--- src/axi_burst_pkg.sv ---
/*
 * shared definitions for the AXI burst address sequencer
 * bus widths, vector types for addresses, strobes and AXI fields,
 * and the burst-type codes
 */

package axi_burst_pkg;

  // byte address width
  localparam int ADDR_W = 32;

  // byte lanes on the 64-bit data bus
  localparam int DATA_BYTES = 8;

  // log2 of the lane count that selects the lane from an address
  localparam int LANE_W = 3;

  // byte address of a transfer
  typedef logic [ADDR_W-1:0] addr_t;

  // byte-lane strobes, bit i is lane i
  typedef logic [DATA_BYTES-1:0] mask_t;

  // AXI length field, beats minus one
  typedef logic [7:0] len_t;

  // AXI size field, log2 of bytes per beat
  typedef logic [2:0] size_t;

  // AXI burst type field
  typedef logic [1:0] burst_t;

  // beat count up to 256 or bytes per beat up to 128
  typedef logic [8:0] beats_t;

  // burst-type codes
  // the reserved code 3 is not named and behaves like FIXED
  localparam burst_t BURST_FIXED = 2'd0;
  localparam burst_t BURST_INCR = 2'd1;
  localparam burst_t BURST_WRAP = 2'd2;

endpackage

--- src/burst_cmd_decode.sv ---
/*
 * command decoder of the burst sequencer
 * holds the accepted AXI address command and derives the
 * burst geometry: bytes per beat, burst kind and wrap window
 */

`timescale 1ns/1ps

module burst_cmd_decode
  import axi_burst_pkg::*;
(
  input  logic   clk_i,
  input  logic   reset_i,
  input  logic   capture_i,
  input  addr_t  cmd_addr_i,
  input  burst_t cmd_burst_i,
  input  len_t   cmd_len_i,
  input  size_t  cmd_size_i,
  output len_t   len_o,
  output size_t  size_o,
  output logic   is_incr_o,
  output logic   is_wrap_o,
  output beats_t beat_bytes_o,
  output addr_t  wrap_lo_o,
  output addr_t  wrap_hi_o
);

  // command registers
  addr_t  addr_r;
  burst_t burst_r;
  len_t   len_r;
  size_t  size_r;

  // log2 of the beat count for the WRAP lengths
  logic [2:0] lg_beats;
  // lg_beats plus size gives the wrap window shift
  logic [3:0] win_shift;
  // window size in bytes is beats times bytes per beat
  addr_t      win_bytes;

  // start address of the held command
  always_ff @(posedge clk_i) begin
    if (capture_i) begin
      addr_r <= cmd_addr_i;
    end
  end

  // burst kind, length and size
  always_ff @(posedge clk_i) begin
    if (reset_i) begin
      burst_r <= BURST_FIXED;
      len_r   <= '0;
      size_r  <= '0;
    end else if (capture_i) begin
      burst_r <= cmd_burst_i;
      len_r   <= cmd_len_i;
      size_r  <= cmd_size_i;
    end
  end

  // WRAP only allows 2, 4, 8 or 16 beats
  // log2 lookup for those four lengths
  always_comb begin
    case (len_r)
      8'd1: begin
        lg_beats = 3'd1;
      end
      8'd3: begin
        lg_beats = 3'd2;
      end
      8'd7: begin
        lg_beats = 3'd3;
      end
      8'd15: begin
        lg_beats = 3'd4;
      end
      default: begin
        lg_beats = 3'd0;
      end
    endcase
  end

  assign win_shift = {1'b0, lg_beats} + {1'b0, size_r};
  assign win_bytes = (addr_t'(len_r) + addr_t'(1)) << size_r;

  // lower bound rounds the start down to the window size
  assign wrap_lo_o = (addr_r >> win_shift) << win_shift;
  // upper bound is the first byte past the window
  assign wrap_hi_o = wrap_lo_o + win_bytes;

  // 2^size bytes per beat up to 128
  assign beat_bytes_o = beats_t'(1) << size_r;

  // reserved type falls through as FIXED
  assign is_incr_o = (burst_r == BURST_INCR);
  assign is_wrap_o = (burst_r == BURST_WRAP);

  assign len_o  = len_r;
  assign size_o = size_r;

endmodule

--- src/burst_addr_pump.sv ---
/*
 * address pump of the burst sequencer
 * ready/send state machine, beat counter and per-beat address
 * register, with the command ready, beat valid and first/last flags
 */

`timescale 1ns/1ps

module burst_addr_pump
  import axi_burst_pkg::*;
(
  input  logic   clk_i,
  input  logic   reset_i,
  input  logic   cmd_v_i,
  input  addr_t  cmd_addr_i,
  output logic   cmd_ready_o,
  output logic   capture_o,
  input  logic   beat_send_i,
  output logic   beat_v_o,
  input  len_t   len_i,
  input  logic   is_incr_i,
  input  logic   is_wrap_i,
  input  beats_t beat_bytes_i,
  input  addr_t  wrap_lo_i,
  input  addr_t  wrap_hi_i,
  output addr_t  addr_o,
  output logic   first_o,
  output logic   last_o
);

  typedef enum logic {
    e_ready,
    e_send
  } state_e;

  state_e state_r;
  state_e state_n;

  // beats already handed over in this burst
  len_t  count_r;
  // address of the current beat
  addr_t addr_r;
  addr_t addr_n;

  // beat bytes widened to the address
  addr_t step;
  // current address rounded down to the beat size
  addr_t aligned_addr;
  // aligned address plus one beat
  addr_t incr_addr;

  logic send;
  logic send_last;

  // command accepted on this edge
  assign capture_o = cmd_v_i & cmd_ready_o;
  assign send      = beat_v_o & beat_send_i;
  assign send_last = send & last_o;

  assign cmd_ready_o = (state_r == e_ready);
  assign beat_v_o    = (state_r == e_send);

  always_ff @(posedge clk_i) begin
    if (reset_i) begin
      state_r <= e_ready;
    end else begin
      state_r <= state_n;
    end
  end

  always_comb begin
    state_n = state_r;
    case (state_r)
      e_ready: begin
        if (capture_o) begin
          state_n = e_send;
        end
      end
      e_send: begin
        // back to idle once the final beat leaves
        if (send_last) begin
          state_n = e_ready;
        end
      end
      default: begin
        state_n = e_ready;
      end
    endcase
  end

  // counter clears at capture and steps on every consumed beat
  always_ff @(posedge clk_i) begin
    if (reset_i) begin
      count_r <= '0;
    end else if (capture_o) begin
      count_r <= '0;
    end else if (send) begin
      count_r <= count_r + len_t'(1);
    end
  end

  assign first_o = (count_r == '0);
  assign last_o  = (count_r == len_i);

  // beat bytes is a power of two, so clearing its low bits aligns
  assign step         = addr_t'(beat_bytes_i);
  assign aligned_addr = addr_r & ~(step - addr_t'(1));
  assign incr_addr    = aligned_addr + step;

  // FIXED holds, INCR steps, WRAP steps and folds back at the window top
  always_comb begin
    addr_n = addr_r;
    if (is_wrap_i) begin
      addr_n = (incr_addr >= wrap_hi_i) ? wrap_lo_i : incr_addr;
    end else if (is_incr_i) begin
      addr_n = incr_addr;
    end
  end

  // start address at capture, next address at each send
  always_ff @(posedge clk_i) begin
    if (capture_o) begin
      addr_r <= cmd_addr_i;
    end else if (send) begin
      addr_r <= addr_n;
    end
  end

  assign addr_o = addr_r;

endmodule

--- src/beat_lane_mask.sv ---
/*
 * byte-lane strobe formatter
 * turns the current beat address and size into the strobe mask
 * of the 64-bit data bus, with zero latency
 */

`timescale 1ns/1ps

module beat_lane_mask
  import axi_burst_pkg::*;
(
  input  addr_t addr_i,
  input  size_t size_i,
  output mask_t mask_o
);

  // bytes in one beat up to 128
  beats_t beat_bytes;
  // lane offset of the address inside the bus word
  logic [LANE_W-1:0] lo_lane;
  // lane offset of the size-aligned address
  logic [LANE_W-1:0] aligned_lane;
  // last byte of the beat relative to the bus word which may pass lane 7
  beats_t hi_sum;
  // last strobed lane after clipping
  logic [LANE_W-1:0] hi_lane;

  assign beat_bytes = beats_t'(1) << size_i;

  // address modulo DATA_BYTES
  assign lo_lane = addr_i[LANE_W-1:0];

  // only the low lane bits matter for the alignment here
  assign aligned_lane = lo_lane & ~(beat_bytes[LANE_W-1:0] - LANE_W'(1));

  // aligned lane plus beat bytes minus one
  assign hi_sum = beats_t'(aligned_lane) + beat_bytes - beats_t'(1);

  // beats wider than the bus stop at the top lane
  always_comb begin
    if (hi_sum >= beats_t'(DATA_BYTES)) begin
      hi_lane = LANE_W'(DATA_BYTES - 1);
    end else begin
      hi_lane = hi_sum[LANE_W-1:0];
    end
  end

  // strobe every lane from lo_lane to hi_lane inclusive
  // an unaligned start trims the low lanes of the first beat
  always_comb begin
    for (int i = 0; i < DATA_BYTES; i++) begin
      mask_o[i] = (LANE_W'(i) >= lo_lane) && (LANE_W'(i) <= hi_lane);
    end
  end

endmodule

--- src/axi_burst_sequencer.sv ---
/*
 * AXI burst address sequencer top level
 * connects the command decoder, the address pump and the
 * lane mask block
 */

`timescale 1ns/1ps

module axi_burst_sequencer
  import axi_burst_pkg::*;
(
  input  logic   clk_i,
  input  logic   reset_i,
  // command side
  input  logic   cmd_v_i,
  input  addr_t  cmd_addr_i,
  input  burst_t cmd_burst_i,
  input  len_t   cmd_len_i,
  input  size_t  cmd_size_i,
  output logic   cmd_ready_o,
  // beat side
  output logic   beat_v_o,
  output addr_t  beat_addr_o,
  output mask_t  beat_mask_o,
  output size_t  beat_size_o,
  output len_t   beat_len_o,
  output logic   beat_first_o,
  output logic   beat_last_o,
  input  logic   beat_send_i
);

  // acceptance pulse from the pump to the decoder
  logic   capture;
  // registered burst geometry
  len_t   len;
  size_t  size;
  logic   is_incr;
  logic   is_wrap;
  beats_t beat_bytes;
  addr_t  wrap_lo;
  addr_t  wrap_hi;

  burst_cmd_decode decode0 (
    .clk_i        (clk_i),
    .reset_i      (reset_i),
    .capture_i    (capture),
    .cmd_addr_i   (cmd_addr_i),
    .cmd_burst_i  (cmd_burst_i),
    .cmd_len_i    (cmd_len_i),
    .cmd_size_i   (cmd_size_i),
    .len_o        (len),
    .size_o       (size),
    .is_incr_o    (is_incr),
    .is_wrap_o    (is_wrap),
    .beat_bytes_o (beat_bytes),
    .wrap_lo_o    (wrap_lo),
    .wrap_hi_o    (wrap_hi)
  );

  burst_addr_pump pump0 (
    .clk_i        (clk_i),
    .reset_i      (reset_i),
    .cmd_v_i      (cmd_v_i),
    .cmd_addr_i   (cmd_addr_i),
    .cmd_ready_o  (cmd_ready_o),
    .capture_o    (capture),
    .beat_send_i  (beat_send_i),
    .beat_v_o     (beat_v_o),
    .len_i        (len),
    .is_incr_i    (is_incr),
    .is_wrap_i    (is_wrap),
    .beat_bytes_i (beat_bytes),
    .wrap_lo_i    (wrap_lo),
    .wrap_hi_i    (wrap_hi),
    .addr_o       (beat_addr_o),
    .first_o      (beat_first_o),
    .last_o       (beat_last_o)
  );

  // strobes follow the current beat address with no delay
  beat_lane_mask mask0 (
    .addr_i (beat_addr_o),
    .size_i (size),
    .mask_o (beat_mask_o)
  );

  // size and length echo the held command
  assign beat_size_o = size;
  assign beat_len_o  = len;

endmodule

--- config.mk ---
export PLATFORM = sky130hd
export DESIGN_NAME = axi_burst_sequencer
export DESIGN_NICKNAME = d
export VERILOG_FILES = /design/src/axi_burst_pkg.sv /design/src/burst_cmd_decode.sv /design/src/burst_addr_pump.sv /design/src/beat_lane_mask.sv /design/src/axi_burst_sequencer.sv
export SDC_FILE = /design/constraint.sdc
export NUM_CORES = 1
export LEC_CHECK = 0
export ABC_AREA = 1
export BUFFER_PORTS_ARGS = -buffer_cell sky130_fd_sc_hd__clkbuf_2
export CAP_MARGIN = 10
export CORE_ASPECT_RATIO = 0.8
export CORE_MARGIN = 4
export CORE_UTILIZATION = 56
export CTS_CLUSTER_DIAMETER = 120
export CTS_CLUSTER_SIZE = 20
export DETAILED_ROUTE_END_ITERATION = 10
export GPL_TIMING_DRIVEN = 1
export PLACE_DENSITY_LB_ADDON = 0.08
export SYNTH_ARGS = -nofsm -noshare
export SYNTH_HDL_FRONTEND = slang
export SYNTH_HIERARCHICAL = 1
export SYNTH_SLANG_ARGS = --single-unit
--- constraint.sdc ---
create_clock -name clk_i -period 5.3 [get_ports clk_i]
set_input_delay 0.795 -clock clk_i [delete_from_list [all_inputs] [get_ports clk_i]]
set_output_delay 0.795 -clock clk_i [all_outputs]
set_load 0.01 [all_outputs]
==> results.txt <==
----------------------------------------------------
[STA]
  Setup Skew ... 0.0116 ns
  Worst slew margin ... between 15 and 20%
  RSZ-0062 raised after global routing ... yes
  Post-route fraction of the period consumed by the critical path ... 119%
  Slew Limit Fails ... 0
  Final Worst Setup Slack ... -1.03 ns
  Time the final worst path needs with I/O delays and setup ... 6.33 ns
  Final Hold Fails ... 0
  Final-layout setup total negative slack ... -30.55 ns
  Number of failing setup endpoints in the final timing report ... 32
  F_max ... 0.158 GHz
  Slew of the pin with the lowest slew margin ... 1.23 ns

[Synthesis]
  Most frequent cell after synthesis ... sky130_fd_sc_hd__nand2_1
  Mux cell area share after synthesis ... 0.0920%
  Main combinational cell family by area after synthesis ... simple AND/OR/NAND/NOR gates
  Summed instance area of the synthesized netlist ... 0.0109 mm²
  Synth Register Bits ... 86
  Number of warnings printed during yosys synthesis ... 6
  Post-synthesis compound-gate area fraction ... about 6.5%
  Simple-gate share of the synthesized area ... 47.1%
  Count of flip-flops with a built-in enable after synthesis ... 64
  Arithmetic-cell share of the synthesized area counting full adders, half adders and majority gates ... 8.03%
  Synth Flop Type ... sky130_fd_sc_hd__edfxtp_1
  Post-synth top area share ... 18.5%
  Largest area contributor in the netlist ... sky130_fd_sc_hd__nand2_1
  Share of flip-flops with an asynchronous set or reset ... 0%
  Commonest cells in the synthesized netlist ... sky130_fd_sc_hd__nand2_1 (535), sky130_fd_sc_hd__nand3_1 (315), sky130_fd_sc_hd__inv_1 (223), sky130_fd_sc_hd__nor2_1 (143), sky130_fd_sc_hd__ha_1 (65)
  Area share of xor/xnor cells in the synthesized design ... 3.86%
  Net count after synthesis ... around 1900
  Largest cells by area after synthesis ... sky130_fd_sc_hd__nand2_1 (18%), sky130_fd_sc_hd__edfxtp_1 (18%), sky130_fd_sc_hd__nand3_1 (14%), sky130_fd_sc_hd__inv_1 (7.7%), sky130_fd_sc_hd__ha_1 (7.5%)
  Average cell area after synthesis ... 6.09 µm²
  Share of synthesized area occupied by flip-flops and latches ... around 22%
  Number of cells produced by synthesis ... 1786
  Cell variety after synth ... 51

[Die]
  Rows ... 45
  Floorplan die width ... 164 µm
  Initial cell density of the core ... 57.2%
  Io pins ... ~100
  Overall die height ... 133 µm
  Die area ... about 0.022 mm²
  Floorplan core area ... 0.0190 mm²

[Route]
  Routed wire length ... 43900 µm
  Remaining antenna violation count after routing ... 0
  Number of remaining DRC errors ... 0
  Iteration-0 DRC count of the detailed router ... 2151
  Detail-routed net length per standard cell ... 19.6 µm
  Vias after detailed routing ... 13488
  Average via count per standard cell ... 6.00
  Number of optimization iterations in the first detailed-route pass ... 6

[GRT]
  Wire length of the first global-routing pass ... roughly 62000 µm
  Number of antenna violations at the first check in global routing ... 0
  Remaining global-route overflow ... 0
  Gr usage total ... between 30% and 40%
  Pin count of the biggest net entering global routing ... 48
  Number of global-route vias before repair ... 11515

[Clocking]
  Number of clock sinks ... 86
  Clk root buf ... sky130_fd_sc_hd__clkbuf_16
  TritonCTS clock tree ... built
  Count of hold-fix buffers inserted at cts ... 0
  H-tree depth reported by CTS ... 3
  Register clock-pin slew on the reported worst setup and hold paths ... roughly 0.08 ns
  CTS buffer count ... 9
  Worst-Skew Late Latency ... around 0.36 ns
  Clock buffer depth ... 2

[Placement]
  Sum of net half-perimeters after detailed placement ... 30900 µm
  Port Buf Inserts ... 103
  Number of placed cells counting well taps ... 2199
  Setup slack after placement ... -1.02 ns
  Routability Congestion ... 1.07

[Setup path]
  Kind of launch point of the worst setup path ... flop
  Worst Path Required ... 5.43 ns
  Path type of the worst setup path ... flop to flop
  Most repeated library cell on the critical path ... sky130_fd_sc_hd__nand2_1
  Launching element of the worst setup path ... decode0/len_o[4]
  Register-to-register setup slack ... -1.03 ns
  Source of the worst register-to-register timing path ... decode0/len_o[4]
  Element type at the critical path end ... flop
  Arrival time of data at the critical path endpoint ... 6.46 ns
  Delay of the slowest cell on the worst path ... 0.50 ns
  CP max-delay cell ... sky130_fd_sc_hd__fa_2
  Maximum fanout count along the critical path ... 11

[Pwr]
  IR Drop Worst-Case VDD ... 0.000206 V
  Cell area power density ... 295 mW/mm²
  Leak pwr ... 7.42 nW
  Final Power ... ~4.3 mW

[Job]
  Max Cap Violations ... 0

[Final layout]
  Area growth, synth to finish ... 34.9%
  Combined flip-flop and latch cell area ... 0.00237 mm²
  # nets final ... 2101
  Final Core Density ... between 70% and 80%
  Count of antenna diodes in the layout ... 0
  Post-layout instance count excluding filler cells ... 2247
  Proportion of layout cells with a drive suffix above 1 ... 31.8%
  Layout filler cell count ... 1450
  Multi-input gate area ... between 0.008 and 0.009 mm²

[Outcome]
  Failing checks ... setup timing
  Outcome ... complete, but fails checks

[Worst hold path]
  Worst min-delay path class ... flop to flop
  Source of the worst hold timing path ... decode0/burst_r[1]

----------------------------------------------------
-- kinds of logic (layout without fill, tap and decap cells) --
family | Yosys count | in the layout
buffers and inverters | 322 | 525
AO/OA/AOI/OAI | 125 | 125
adder cells (fa/ha/maj) | 68 | 68
other | 1 | 1
flip-flops | 86 | 86
XOR/XNOR | 48 | 48
AND/OR/NAND/NOR | 1135 | 1135
multiplexers | 1 | 1
-- what timing repair did --
item,CTS,global route
pin swaps,34,66
setup endpoints to repair,32,32
resized for setup,103,194
setup buffers,9,16
cloned,2,5
-- area by class of cell --
type                            count  share of cell area (%)
Multi-Input combinational cell   1378                    59.4
Sequential cell                    86                    16.2
Timing Repair Buffer              269                    13.8
Inverter                          239                    6.25
Tap cell                          258                    2.20
Clock buffer                       10                    1.63
Clock inverter                      6                   0.537
Timing Repair inverter              1                  0.0597
-- report_power, final --
part	internal, mW	switching (mW)	total, mW	leakage, nW
logic	1.11	1.62	2.73	6.47
registers	0.802	0.0888	0.890	0.799
clock network	0.389	0.325	0.714	0.157
-- per-stage QoR --
stage | area, µm² | hold slack [ns]
4_1_cts | 13500 | 0.502
5_1_grt | 14700 | 0.537
3_5_place_dp | 12600 | 0.487
2_1_floorplan | 11200 | 0.455
3_3_place_gp | 12600 | 0.487
6_report | 14700 | 0.507
-- placed cells by master, fill, tap and decap left out, types with 9 or more instances in the layout --
| cell | instances |
|---|---|
| sky130_fd_sc_hd__clkbuf_16 | 13 |
| sky130_fd_sc_hd__a21oi_1 | 31 |
| sky130_fd_sc_hd__a21oi_2 | 14 |
| sky130_fd_sc_hd__buf_4 | 141 |
| sky130_fd_sc_hd__xor2_1 | 36 |
| sky130_fd_sc_hd__nand3_4 | 20 |
| sky130_fd_sc_hd__o21ai_0 | 28 |
| sky130_fd_sc_hd__xnor2_1 | 10 |
| sky130_fd_sc_hd__nand4_1 | 28 |
| sky130_fd_sc_hd__nor2_1 | 125 |
| sky130_fd_sc_hd__nand2_1 | 476 |
| sky130_fd_sc_hd__ha_4 | 23 |
| sky130_fd_sc_hd__o21ai_1 | 9 |
| sky130_fd_sc_hd__nand3_2 | 118 |
| sky130_fd_sc_hd__nor2_4 | 16 |
| sky130_fd_sc_hd__nor2_2 | 15 |
| sky130_fd_sc_hd__a211oi_1 | 13 |
| sky130_fd_sc_hd__nand2_2 | 74 |
| sky130_fd_sc_hd__inv_1 | 221 |
| sky130_fd_sc_hd__ha_1 | 41 |
| sky130_fd_sc_hd__nand3_1 | 195 |
| sky130_fd_sc_hd__nor3_1 | 21 |
| sky130_fd_sc_hd__dfxtp_1 | 18 |
| sky130_fd_sc_hd__clkbuf_2 | 103 |
| sky130_fd_sc_hd__edfxtp_1 | 64 |
| sky130_fd_sc_hd__nand3b_1 | 15 |
| sky130_fd_sc_hd__inv_2 | 11 |
-- critical path, delay by kind of cell (launching register included) --
kind / cells / cell delay [ns]
AND/OR/NAND/NOR: 25 / 2.84
adder cells (fa/ha/maj): 4 / 1.26
flip-flops: 1 / 0.34
buffers and inverters: 7 / 0.87
AO/OA/AOI/OAI: 4 / 0.65
XOR/XNOR: 1 / 0.14
-- state kept, by name, summed over array words and instances (netlist names) --
signal and flops:
pump0/beat_v_o 1, decode0/len_o 8, decode0/addr_r 32, decode0/burst_r 2
pump0/count_r 8, decode0/size_o 3, pump0/addr_o 32
-- per-layer routing --
layer  up-vias  share of wire [%]  global-route usage, %
met2       974                 42                   50.8
met3       133                 15                   12.2
met5         -               0.17                   2.50
li1       6226                  -                      -
met1      6153                 40                   54.0
met4         2                2.8                   8.06
-- path summary, 6_finish.rpt --
check	end	cells after the start
setup / recovery	pump0/addr_o[28]	41
hold / removal	decode0/burst_r[1]	2
setup reg to reg	pump0/addr_o[28]	41
hold reg to reg	decode0/burst_r[1]	2
(Power assumes the default switching activity.)
